File: config.mk
export PLATFORM = sky130hd
export DESIGN_NAME = sonic_vc_top
export DESIGN_NICKNAME = d
export VERILOG_FILES = /design/src/source/vc_pkg.sv /design/src/source/st_if.sv /design/src/source/sonic_vc_top.sv /design/src/source/st_reg_slice.sv /design/src/source/rx_demux.sv /design/src/source/tx_mux.sv /design/src/source/vc_ctrl.sv
export SDC_FILE = /design/constraint.sdc
export NUM_CORES = 1
export LEC_CHECK = 0
export BUFFER_PORTS_ARGS = -buffer_cell sky130_fd_sc_hd__buf_2
export CORE_AREA = 2 2 342 344
export CTS_CLUSTER_DIAMETER = 50
export DETAILED_ROUTE_END_ITERATION = 8
export DIE_AREA = 0 0 344 346
export SYNTH_ARGS = -nofsm -noshare
export SYNTH_HDL_FRONTEND = slang
export SYNTH_SLANG_ARGS = --single-unit
File: constraint.sdc
create_clock -name pld_clk -period 18.8 [get_ports pld_clk]
set_input_delay 3.76 -clock pld_clk [delete_from_list [all_inputs] [get_ports pld_clk]]
set_output_delay 3.76 -clock pld_clk [all_outputs]
set_load 0.01 [all_outputs]
File: src/source/vc_pkg.sv
// two application ports only; empty is one bit (upper 64-bit half unused), tc select is header bit 22
package vc_pkg;

   localparam int DATA_W       = 128;
   localparam int BARDEC_W     = 8;
   localparam int BE_W         = 16;
   localparam int NUM_PORTS    = 2;
   localparam int FMT_TYPE_LSB = 24;   // fmt/type byte of header dword 0
   localparam int TC_SEL_BIT   = 22;   // msb of traffic class
   localparam int NUM_ROUTED   = 8;

   // request codes that open a new receive channel
   localparam logic [0:NUM_ROUTED-1][7:0] ROUTED_CODES = {
      8'h40, 8'h60, 8'h45, 8'h42,
      8'h4A, 8'h4B, 8'h06, 8'h0B
   };

   typedef logic [$clog2(NUM_PORTS)-1:0] chan_t;

   typedef struct packed {
      logic [DATA_W-1:0] data;
      logic              sop;
      logic              eop;
      logic              empty;   // upper half of last word unused
      logic              err;
   } tx_beat_t;

   typedef struct packed {
      logic [DATA_W-1:0]   data;
      logic                sop;
      logic                eop;
      logic                empty;
      logic [BARDEC_W-1:0] bardec;
      logic [BE_W-1:0]     be;
   } rx_beat_t;

   function automatic logic is_routed(input logic [7:0] code);
      logic hit;
      hit = 1'b0;
      for (int i = 0; i < NUM_ROUTED; i++) begin
         if (code == ROUTED_CODES[i]) begin
            hit = 1'b1;
         end
      end
      return hit;
   endfunction

endpackage
File: src/source/st_if.sv
// valid/ready stream; a beat moves on a clock edge with both high, valid never waits on ready
`timescale 1ns/1ps

interface st_if #(
   parameter type payload_t = logic
);

   logic     valid;
   logic     ready;
   payload_t payload;

   modport src (
      output valid,
      output payload,
      input  ready
   );

   modport snk (
      input  valid,
      input  payload,
      output ready
   );

endinterface

File: src/source/sonic_vc_top.sv
// tx_out_chan is valid with tx_out_valid; receive routing only changes on routed request headers
`timescale 1ns/1ps

module sonic_vc_top (
   input  logic                          pld_clk,
   input  logic                          srstn,

   input  logic                          tx_in0_valid,
   output logic                          tx_in0_ready,
   input  logic [vc_pkg::DATA_W-1:0]     tx_in0_data,
   input  logic                          tx_in0_sop,
   input  logic                          tx_in0_eop,
   input  logic                          tx_in0_empty,
   input  logic                          tx_in0_err,

   input  logic                          tx_in1_valid,
   output logic                          tx_in1_ready,
   input  logic [vc_pkg::DATA_W-1:0]     tx_in1_data,
   input  logic                          tx_in1_sop,
   input  logic                          tx_in1_eop,
   input  logic                          tx_in1_empty,
   input  logic                          tx_in1_err,

   output logic                          tx_out_valid,
   input  logic                          tx_out_ready,
   output logic [vc_pkg::DATA_W-1:0]     tx_out_data,
   output logic                          tx_out_sop,
   output logic                          tx_out_eop,
   output logic                          tx_out_empty,
   output logic                          tx_out_err,
   output logic                          tx_out_chan,

   input  logic                          rx_in_valid,
   output logic                          rx_in_ready,
   input  logic [vc_pkg::DATA_W-1:0]     rx_in_data,
   input  logic                          rx_in_sop,
   input  logic                          rx_in_eop,
   input  logic                          rx_in_empty,
   input  logic [vc_pkg::BARDEC_W-1:0]   rx_in_bardec,
   input  logic [vc_pkg::BE_W-1:0]       rx_in_be,

   output logic                          rx_out0_valid,
   input  logic                          rx_out0_ready,
   output logic [vc_pkg::DATA_W-1:0]     rx_out0_data,
   output logic                          rx_out0_sop,
   output logic                          rx_out0_eop,
   output logic                          rx_out0_empty,
   output logic [vc_pkg::BARDEC_W-1:0]   rx_out0_bardec,
   output logic [vc_pkg::BE_W-1:0]       rx_out0_be,

   output logic                          rx_out1_valid,
   input  logic                          rx_out1_ready,
   output logic [vc_pkg::DATA_W-1:0]     rx_out1_data,
   output logic                          rx_out1_sop,
   output logic                          rx_out1_eop,
   output logic                          rx_out1_empty,
   output logic [vc_pkg::BARDEC_W-1:0]   rx_out1_bardec,
   output logic [vc_pkg::BE_W-1:0]       rx_out1_be
);

   st_if #(.payload_t(vc_pkg::tx_beat_t)) tx_in0_st ();
   st_if #(.payload_t(vc_pkg::tx_beat_t)) tx_in1_st ();
   st_if #(.payload_t(vc_pkg::tx_beat_t)) tx_lane_st ();
   st_if #(.payload_t(vc_pkg::tx_beat_t)) tx_out_st ();
   st_if #(.payload_t(vc_pkg::rx_beat_t)) rx_in_st ();
   st_if #(.payload_t(vc_pkg::rx_beat_t)) rx_lane_st ();
   st_if #(.payload_t(vc_pkg::rx_beat_t)) rx_out0_st ();
   st_if #(.payload_t(vc_pkg::rx_beat_t)) rx_out1_st ();

   vc_pkg::chan_t grant;
   vc_pkg::chan_t rx_chan;
   vc_pkg::chan_t tx_chan_q;
   logic          tx_xfer;
   logic          tx_eop;
   logic          tx_slice_load;
   logic          rx_hs;

   // transmit sources
   assign tx_in0_st.valid   = tx_in0_valid;
   assign tx_in0_st.payload = '{data: tx_in0_data, sop: tx_in0_sop, eop: tx_in0_eop,
                                empty: tx_in0_empty, err: tx_in0_err};
   assign tx_in0_ready      = tx_in0_st.ready;

   assign tx_in1_st.valid   = tx_in1_valid;
   assign tx_in1_st.payload = '{data: tx_in1_data, sop: tx_in1_sop, eop: tx_in1_eop,
                                empty: tx_in1_empty, err: tx_in1_err};
   assign tx_in1_ready      = tx_in1_st.ready;

   // transmit sink
   assign tx_out_valid    = tx_out_st.valid;
   assign tx_out_st.ready = tx_out_ready;
   assign tx_out_data     = tx_out_st.payload.data;
   assign tx_out_sop      = tx_out_st.payload.sop;
   assign tx_out_eop      = tx_out_st.payload.eop;
   assign tx_out_empty    = tx_out_st.payload.empty;
   assign tx_out_err      = tx_out_st.payload.err;
   assign tx_out_chan     = tx_chan_q;

   assign tx_slice_load = tx_lane_st.valid && tx_lane_st.ready;

   // receive source, sideband rides in the beat
   assign rx_in_st.valid   = rx_in_valid;
   assign rx_in_st.payload = '{data: rx_in_data, sop: rx_in_sop, eop: rx_in_eop,
                               empty: rx_in_empty, bardec: rx_in_bardec, be: rx_in_be};
   assign rx_in_ready      = rx_in_st.ready;

   assign rx_hs = rx_in_valid && rx_in_st.ready;

   // receive sinks
   assign rx_out0_valid    = rx_out0_st.valid;
   assign rx_out0_st.ready = rx_out0_ready;
   assign rx_out0_data     = rx_out0_st.payload.data;
   assign rx_out0_sop      = rx_out0_st.payload.sop;
   assign rx_out0_eop      = rx_out0_st.payload.eop;
   assign rx_out0_empty    = rx_out0_st.payload.empty;
   assign rx_out0_bardec   = rx_out0_st.payload.bardec;
   assign rx_out0_be       = rx_out0_st.payload.be;

   assign rx_out1_valid    = rx_out1_st.valid;
   assign rx_out1_st.ready = rx_out1_ready;
   assign rx_out1_data     = rx_out1_st.payload.data;
   assign rx_out1_sop      = rx_out1_st.payload.sop;
   assign rx_out1_eop      = rx_out1_st.payload.eop;
   assign rx_out1_empty    = rx_out1_st.payload.empty;
   assign rx_out1_bardec   = rx_out1_st.payload.bardec;
   assign rx_out1_be       = rx_out1_st.payload.be;

   vc_ctrl u_ctrl (
      .pld_clk       (pld_clk),
      .srstn         (srstn),
      .tx_valid      ({tx_in1_valid, tx_in0_valid}),
      .tx_xfer       (tx_xfer),
      .tx_eop        (tx_eop),
      .grant         (grant),
      .rx_hs         (rx_hs),
      .rx_sop        (rx_in_sop),
      .rx_hdr_byte   (rx_in_data[vc_pkg::FMT_TYPE_LSB +: 8]),
      .rx_tc_bit     (rx_in_data[vc_pkg::TC_SEL_BIT]),
      .rx_chan       (rx_chan),
      .tx_slice_load (tx_slice_load),
      .tx_out_chan   (tx_chan_q)
   );

   tx_mux u_tx_mux (
      .tx_in0  (tx_in0_st),
      .tx_in1  (tx_in1_st),
      .grant   (grant),
      .tx_lane (tx_lane_st),
      .tx_xfer (tx_xfer),
      .tx_eop  (tx_eop)
   );

   st_reg_slice #(.payload_t(vc_pkg::tx_beat_t)) u_tx_slice (
      .pld_clk (pld_clk),
      .srstn   (srstn),
      .in_s    (tx_lane_st),
      .out_s   (tx_out_st)
   );

   st_reg_slice #(.payload_t(vc_pkg::rx_beat_t)) u_rx_slice (
      .pld_clk (pld_clk),
      .srstn   (srstn),
      .in_s    (rx_in_st),
      .out_s   (rx_lane_st)
   );

   rx_demux u_rx_demux (
      .rx_lane (rx_lane_st),
      .rx_chan (rx_chan),
      .rx_out0 (rx_out0_st),
      .rx_out1 (rx_out1_st)
   );

endmodule

File: src/source/st_reg_slice.sv
// one-entry stage, one cycle latency; in ready is combinational from out ready
`timescale 1ns/1ps

module st_reg_slice #(
   parameter type payload_t = logic
) (
   input logic pld_clk,
   input logic srstn,
   st_if.snk   in_s,
   st_if.src   out_s
);

   logic     full;
   payload_t beat_q;

   // accept when empty or when the held beat leaves this cycle
   assign in_s.ready = !full || out_s.ready;

   always_ff @(posedge pld_clk) begin
      if (!srstn) begin
         full <= 1'b0;
      end else if (in_s.ready) begin
         full <= in_s.valid;
      end
   end

   always_ff @(posedge pld_clk) begin
      if (in_s.valid && in_s.ready) begin
         beat_q <= in_s.payload;
      end
   end

   assign out_s.valid   = full;
   assign out_s.payload = beat_q;

endmodule

File: src/source/rx_demux.sv
// a stalled output port stalls the whole receive path, there is no per-port buffering
`timescale 1ns/1ps

module rx_demux (
   st_if.snk            rx_lane,
   input vc_pkg::chan_t rx_chan,
   st_if.src            rx_out0,
   st_if.src            rx_out1
);

   logic sel1;

   assign sel1 = (rx_chan == 1'b1);

   // beat and sideband go to both, valid only to the chosen one
   assign rx_out0.payload = rx_lane.payload;
   assign rx_out1.payload = rx_lane.payload;

   assign rx_out0.valid = rx_lane.valid && !sel1;
   assign rx_out1.valid = rx_lane.valid && sel1;

   assign rx_lane.ready = sel1 ? rx_out1.ready : rx_out0.ready;

endmodule

File: src/source/tx_mux.sv
// purely combinational; the port not granted sees ready low and must hold its beat
`timescale 1ns/1ps

module tx_mux (
   st_if.snk            tx_in0,
   st_if.snk            tx_in1,
   input vc_pkg::chan_t grant,
   st_if.src            tx_lane,
   output logic         tx_xfer,
   output logic         tx_eop
);

   always_comb begin
      if (grant == 1'b1) begin
         tx_lane.valid   = tx_in1.valid;
         tx_lane.payload = tx_in1.payload;
      end else begin
         tx_lane.valid   = tx_in0.valid;
         tx_lane.payload = tx_in0.payload;
      end
   end

   // ready only goes back to the granted source
   assign tx_in0.ready = (grant == 1'b0) && tx_lane.ready;
   assign tx_in1.ready = (grant == 1'b1) && tx_lane.ready;

   assign tx_xfer = tx_lane.valid && tx_lane.ready;
   assign tx_eop  = tx_lane.payload.eop;   // only meaningful with tx_xfer

endmodule

File: src/source/vc_ctrl.sv
// fixed at two ports; grant is combinational from the valids, so sources must not drop valid early
`timescale 1ns/1ps

module vc_ctrl (
   input  logic                         pld_clk,
   input  logic                         srstn,
   input  logic [vc_pkg::NUM_PORTS-1:0] tx_valid,
   input  logic                         tx_xfer,
   input  logic                         tx_eop,
   output vc_pkg::chan_t                grant,
   input  logic                         rx_hs,
   input  logic                         rx_sop,
   input  logic [7:0]                   rx_hdr_byte,
   input  logic                         rx_tc_bit,
   output vc_pkg::chan_t                rx_chan,
   input  logic                         tx_slice_load,
   output vc_pkg::chan_t                tx_out_chan
);

   logic          locked;     // packet in progress on last_win
   vc_pkg::chan_t last_win;

   // round robin unless a packet holds the lane
   always_comb begin
      if (locked) begin
         grant = last_win;
      end else if (tx_valid[0] && tx_valid[1]) begin
         grant = ~last_win;
      end else if (tx_valid[1]) begin
         grant = 1'b1;
      end else begin
         grant = 1'b0;
      end
   end

   always_ff @(posedge pld_clk) begin
      if (!srstn) begin
         locked   <= 1'b0;
         last_win <= 1'b1;   // port 0 wins first tie
      end else if (tx_xfer) begin
         locked   <= !tx_eop;   // single-beat packet never locks
         last_win <= grant;
      end
   end

   // follows the beat held in the tx slice
   always_ff @(posedge pld_clk) begin
      if (!srstn) begin
         tx_out_chan <= 1'b0;
      end else if (tx_slice_load) begin
         tx_out_chan <= grant;
      end
   end

   // loads with the rx slice, so it names the port of the held beat
   always_ff @(posedge pld_clk) begin
      if (!srstn) begin
         rx_chan <= 1'b0;
      end else if (rx_hs && rx_sop && vc_pkg::is_routed(rx_hdr_byte)) begin
         rx_chan <= rx_tc_bit;
      end
   end

endmodule

# After elaboration in Yosys (flattened, before gate mapping)
# Index checks and enable logic that the tools add are counted.
dict set report totals {
  register_bits 293
  latchBits 0
  mem_bits_rw 0
  rom_bits 0
  inputBits 427
  out_inout_bits 449
  word_cells 57
  mem_count 0
}
dict set report classes {
  add_sub_neg 0
  n_mul 0
  n_div 0
  magnitude_cmp 0
  eq_ne 8
  n_shift 0
  n_mux 15
  bitwise 2
  reduce_logical 15
}
# operator n
set ops {}
lappend ops {{$mux W132} 1}
lappend ops {{$eq A8 B7 Y1 const B} 6}
lappend ops {{$mux W1} 14}
lappend ops {{$logic_and A1 B1 Y1} 9}
lappend ops {{$eq A8 B3 Y1 const B} 1}
lappend ops {{$eq A8 B4 Y1 const B} 1}
lappend ops {{$logic_not A1 Y1} 4}
lappend ops {{$logic_or A1 B1 Y1} 2}
lappend ops {{$not A1 Y1} 2}

# Longest topological paths before layout
dict set report depth {
  depth_word 11
  ltp_mapped 6
  depth_no_buf 4
}

# Hierarchy
# A second synthesis with hierarchy kept.
dict set report hier_totals {
  cells_unflattened 790
  hier_area_um2 13213.9
}
# mod instances cells_each area_per_inst_um2 seq_area_each_um2
set modules_own_cells {}
lappend modules_own_cells {{st_reg_slice (u_rx_slice)} 1 160 4712.0 4674.5}
lappend modules_own_cells {{st_reg_slice (u_tx_slice)} 1 137 4021.4 3983.8}
lappend modules_own_cells {rx_demux 1 313 2358.5 0.0}
lappend modules_own_cells {tx_mux 1 152 1866.8 0.0}
lappend modules_own_cells {vc_ctrl 1 26 242.7 80.1}
lappend modules_own_cells {sonic_vc_top 1 2 12.5 0.0}

# Worst setup path after synthesis
# No wires, ideal clock.
dict set report synth_timing {
  path_type {input -> register}
  from {input rx_out1_ready}
  to {register u_ctrl.rx_chan}
  setup_time_ns 0.117
  arrival_ns 16.890
  required_ns 18.683
  path_slack_ns 1.793
  cell_stages 4
  path_buffers 0
  path_cell_list {mux2i_1 a21boi_0 o311ai_1 mux2i_1}
}
dict set report synth_between {
  elab_chain_cells 5
}
# item line
set synth_lines {}
lappend synth_lines {{from (decl)} sonic_vc_top.sv:52} ;# input logic rx_out1_ready,
lappend synth_lines {{$mux W1} rx_demux.sv:22} ;# assign rx_lane.ready = sel1 ? rx_out1.ready : rx_out0.ready;
lappend synth_lines {{$logic_or A1 B1 Y1} st_reg_slice.sv:17} ;# assign in_s.ready = !full || out_s.ready;
lappend synth_lines {{$logic_and A1 B1 Y1} sonic_vc_top.sv:107} ;# assign rx_hs = rx_in_valid && rx_in_st.ready;
lappend synth_lines {{via rx_hs} sonic_vc_top.sv:76} ;# logic rx_hs;
lappend synth_lines {{$logic_and A1 B1 Y1 (2 in series)} vc_ctrl.sv:59} ;# end else if (rx_hs && rx_sop && vc_pkg::is_routed(rx_hdr_byte)) begin
lappend synth_lines {{to (signal assigned)} vc_ctrl.sv:60} ;# rx_chan <= rx_tc_bit;
lappend synth_lines {{to (decl)} vc_ctrl.sv:15} ;# output vc_pkg::chan_t rx_chan,
# The timed path passes the listed nets, and every way through them passes these cells.
# A chain may end at the register's enable or synchronous reset.

# Worst setup path after layout
dict set report layout_timing {
  from {input tx_in0_valid}
  to {output tx_in0_ready}
}
dict set report layout_between {
  elab_chain_cells 5
}
# item line
set layout_lines {}
lappend layout_lines {{from (decl)} sonic_vc_top.sv:8} ;# input logic tx_in0_valid,
lappend layout_lines {{$logic_and A1 B1 Y1} vc_ctrl.sv:27} ;# end else if (tx_valid[0] && tx_valid[1]) begin
lappend layout_lines {{$mux W1} vc_ctrl.sv:27}
lappend layout_lines {{$mux W1} vc_ctrl.sv:25} ;# if (locked) begin
lappend layout_lines {{$not A1 Y1} tx_mux.sv:24} ;# assign tx_in0.ready = (grant == 1'b0) && tx_lane.ready;
lappend layout_lines {{$logic_and A1 B1 Y1} tx_mux.sv:24}
lappend layout_lines {{to (decl)} sonic_vc_top.sv:9} ;# output logic tx_in0_ready,
# Every way passes these cells.

==> results.env <==
GRT_PASS1_WL_MM=93.8
CLOCK_SINK_COUNT=293
CTS_TREE='done'
POST_SYNTH_INST_COUNT=638
SETUP_SLACK_PS=9500
PLACED_CELLS=2876
PLACE.DETAILED.HPWL_MM=68.3
POSTSYNTHNETCOUNT=1065
RR_WORST_DEPTH=5
CLOCK-ROOT-BUFFER='sky130_fd_sc_hd__clkbuf_16'
FILLERINSTANCES=12900
OUTCOME='completed'
DETAILEDPLACE.WORSTSLACK_PS=9480
POWER.DENSITY_CELL_AREA_nW_PER_UM2=110
WORSTSETUPENDPOINTTYPE='output port'
ROUTE.ANTENNA.REMAINING_NETS=0
DRT_DRC_VIOLATIONS_LEFT=0
TOTAL_NUMBER_OF_VIAS=8946
DIE_OUTLINE_AREA_UM2=119000
GRT_ANTENNA_BEFORE_REPAIR=52
HTREEDEPTH=2
DIE_Y_UM=346
IO-PIN-COUNT=876
MOST-COMMON-LAYOUT-CELLS='sky130_fd_sc_hd__buf_2 (875), sky130_fd_sc_hd__edfxtp_1 (287), sky130_fd_sc_hd__mux2_2 (84), sky130_fd_sc_hd__mux2_1 (48), sky130_fd_sc_hd__clkbuf_16 (47)'
R2R_START='u_ctrl.locked'
ROWS=125
DIE_WIDTH_UM=344
REGISTER_AREA_SHARE_AFTER_SYNTHESIS=0.742
FIN_CRIT_PS=9300
GRT-OVFL-TOTAL=0
TYPE_OF_ORIGIN_OF_THE_CRITICAL_PATH='primary input'
CP_MAX_FO=64
NUMBER_OF_BUFFERS_CREATED_BY_CTS=46
GRT_PASS1_VIAS=8492
SETUP_TNS_PS=0
GP_ROUTABILITY_CONGESTION=0.921
POWER.IR.VDD_WORST_mV=0.0629
POST_DRT_WL_PER_CELL_UM=26.3
LAYOUT.CELLS.MOST_COMMON='sky130_fd_sc_hd__buf_2'
SYNTHESIS.AREA_UM2=11800
YOSYSUNIQUECELLTYPES=28
FINALHOLDVIOLCOUNT=0
MAX_CAP_VIOL_COUNT=0
FF2FF_SETUP_SLACK_PS=15560
FIRSTDRTPASSITERS=5
FINAL-SETUP-VIOL-COUNT=0
LARGEST_NET_DEGREE_AT_THE_START_OF_GLOBAL_ROUTING=69
WORST-SETUP-PATH-TYPE='primary input to output port'
PLACE.PORT_BUFFERS=875
SYNTH_ASYNC_SR_FLOP_SHARE=0
MIN_DELAY_PATH_DEPTH=2
HOLD_CLASS='register to register'
CLOCK_PATH_BUFFERS=3
SYNTH_EDF_COUNT=287
YS_WARN_COUNT=0
ROUTED_VIA_DENSITY=3.02
CTS_SETUP_BUFFERS=0
FMAX_MHz=107
REPORT.POWER.TOTAL_mW=2.03
WORST_HOLD_STARTPOINT='u_ctrl.rx_chan'
POSTSYNTHAREAPERCELL_UM2=18.5
SLEW_HEADROOM=0.343
MET1_USAGE=0.154
WORST_SETUP_HOLD_PATH_CLK_SLEW_PS=50
SYN2LAYOUT_AREA_GROWTH_PCT=56.4
GRT_USAGE=0.125
CTS_HOLD_REPAIR.BUFFERS=0
CTS.REPAIR.RESIZED=0
FINAL_NET_COUNT=1827
CRITICAL_PATH_REQUIRED_PS=15040
ARRIVAL_PS=5540
GLOBALROUTE.BUSIESTLAYER='met2'
GRT_SETUP_UNREPAIRED='no'
SYNTH.FF_LATCH_COUNT=293
GRT_USE_MET2=0.205
WORST_CLOCK_SKEW_ON_THE_FINAL_LAYOUT_PS=12.6
LEAKAGE_nW=7.72
REGTOREGENDPOINT='u_tx_slice.out_s.payload[88]'
FINAL_CELL_COUNT_NO_FILL=2965
MET3_ROUTING_RESOURCE_USAGE_AFTER_GLOBAL_ROUTING=0.0496
FINALWIRELENGTH_MM=77.9
SYNTH-MAIN-FF-CELL='sky130_fd_sc_hd__edfxtp_1'
WORST_SKEW_PAIR.LATE_LATENCY_PS=590
POST_ROUTE_CELLS_DRIVE_ABOVE_1_SHARE=0.724
DRV_SLEW=0
FLOORPLAN.CORE_AREA_UM2=115000
TIMING_WORST_SLEW_PIN_VALUE_PS=985
MIN_TO='u_ctrl.rx_chan'
DETAIL_ROUTE.ITER0.VIOLATIONS=602
FIN_CRIT_SH=0.495
INITIAL_CORE_UTIL=0.102
==> logic make-up (layout without fill, tap and decap cells) <==
kind of cell / after synthesis / after routing / share of synthesized area
AO/OA/AOI/OAI: 15 / 15 / 0.0107
AND/OR/NAND/NOR: 24 / 24 / 0.0109
buffers and inverters: 172 / 970 / 0.108
flip-flops: 293 / 293 / 0.742
other: 0 / 5 / 0
multiplexers: 134 / 134 / 0.128
==> critical path: stages <==
cell and delay [ps]:
sky130_fd_sc_hd__buf_2 140, sky130_fd_sc_hd__nand2_1 110, sky130_fd_sc_hd__a31oi_4 350, sky130_fd_sc_hd__buf_4 680, sky130_fd_sc_hd__and2_1 270, sky130_fd_sc_hd__buf_2 160
==> stage by stage <==
step	hold slack (ps)	area, µm²	utilization
finish	519	18400	0.160
global route	579	18400	0.159
CTS	527	18400	0.159
detailed placement	519	16900	0.146
global placement	510	16900	0.146
floorplan	472	11800	-
==> cell usage after synthesis (2+ instances only) <==
library cell / number / area, µm²
sky130_fd_sc_hd__inv_1: 3 / 11.3
sky130_fd_sc_hd__buf_2: 8 / 40.0
sky130_fd_sc_hd__mux2_1: 48 / 541
sky130_fd_sc_hd__a2111oi_0: 3 / 26.3
sky130_fd_sc_hd__dfxtp_1: 6 / 120
sky130_fd_sc_hd__edfxtp_1: 287 / 8620
sky130_fd_sc_hd__buf_6: 4 / 45.0
sky130_fd_sc_hd__nand2b_1: 3 / 18.8
sky130_fd_sc_hd__a21boi_0: 2 / 15.0
sky130_fd_sc_hd__a21oi_1: 2 / 10.0
sky130_fd_sc_hd__buf_4: 157 / 1180
sky130_fd_sc_hd__and2_1: 4 / 25.0
sky130_fd_sc_hd__mux2_2: 84 / 946
sky130_fd_sc_hd__nand2_1: 7 / 26.3
sky130_fd_sc_hd__mux2i_1: 2 / 20.0
sky130_fd_sc_hd__nor2_1: 3 / 11.3
sky130_fd_sc_hd__nor2b_1: 4 / 25.0
==> power breakdown <==
group	switching [mW]	internal [mW]
clock network	0.324	0.529
logic	0.212	0.126
registers	0.0358	0.804
==> cell type report <==
class                   count  area (µm²)  area share
flip-flops and latches    293        8740       0.475
repair buffers            883        4440       0.241
well taps                1524        1910       0.104
multi-input cells         173        1780      0.0968
clock buffers              53        1200      0.0651
clock inverters            31         324      0.0176
diodes                      5        12.5    0.000680
inverters                   3        11.3    0.000612
==> layer usage <==
layer | vias up | wire length, µm | share of wire
met4 | 50 | 1410 | 0.018
met1 | 4283 | 31900 | 0.41
met5 | - | 314 | 0.0040
met3 | 164 | 8030 | 0.10
li1 | 3777 | - | -
met2 | 672 | 36300 | 0.47
==> how the worst max path moves through the flow <==
stage / startpoint / end / slack [ps] / cells past startpoint
3_5_place_dp: tx_in0_valid / tx_in0_ready / 9480 / 6
6_report: tx_in0_valid / tx_in0_ready / 9500 / 6
4_1_cts: tx_in0_valid / tx_in0_ready / 9470 / 6
5_1_grt: tx_in0_valid / tx_in0_ready / 9360 / 6
3_3_place_gp: tx_in0_valid / tx_in0_ready / 9480 / 6
2_1_floorplan: rx_out1_ready / u_ctrl.rx_chan / 1790 / 4
==> registers in the layout, summed over array words and instances, names as in the netlist <==
| signal | count |
|---|---|
| u_ctrl.last_win | 1 |
| u_ctrl.locked | 1 |
| u_ctrl.rx_chan | 1 |
| u_ctrl.tx_out_chan | 1 |
| u_rx_slice.out_s.payload | 155 |
| u_rx_slice.out_s.valid | 1 |
| u_tx_slice.out_s.payload | 132 |
| u_tx_slice.out_s.valid | 1 |
No activity file was read; power rests on OpenSTA's default activity.
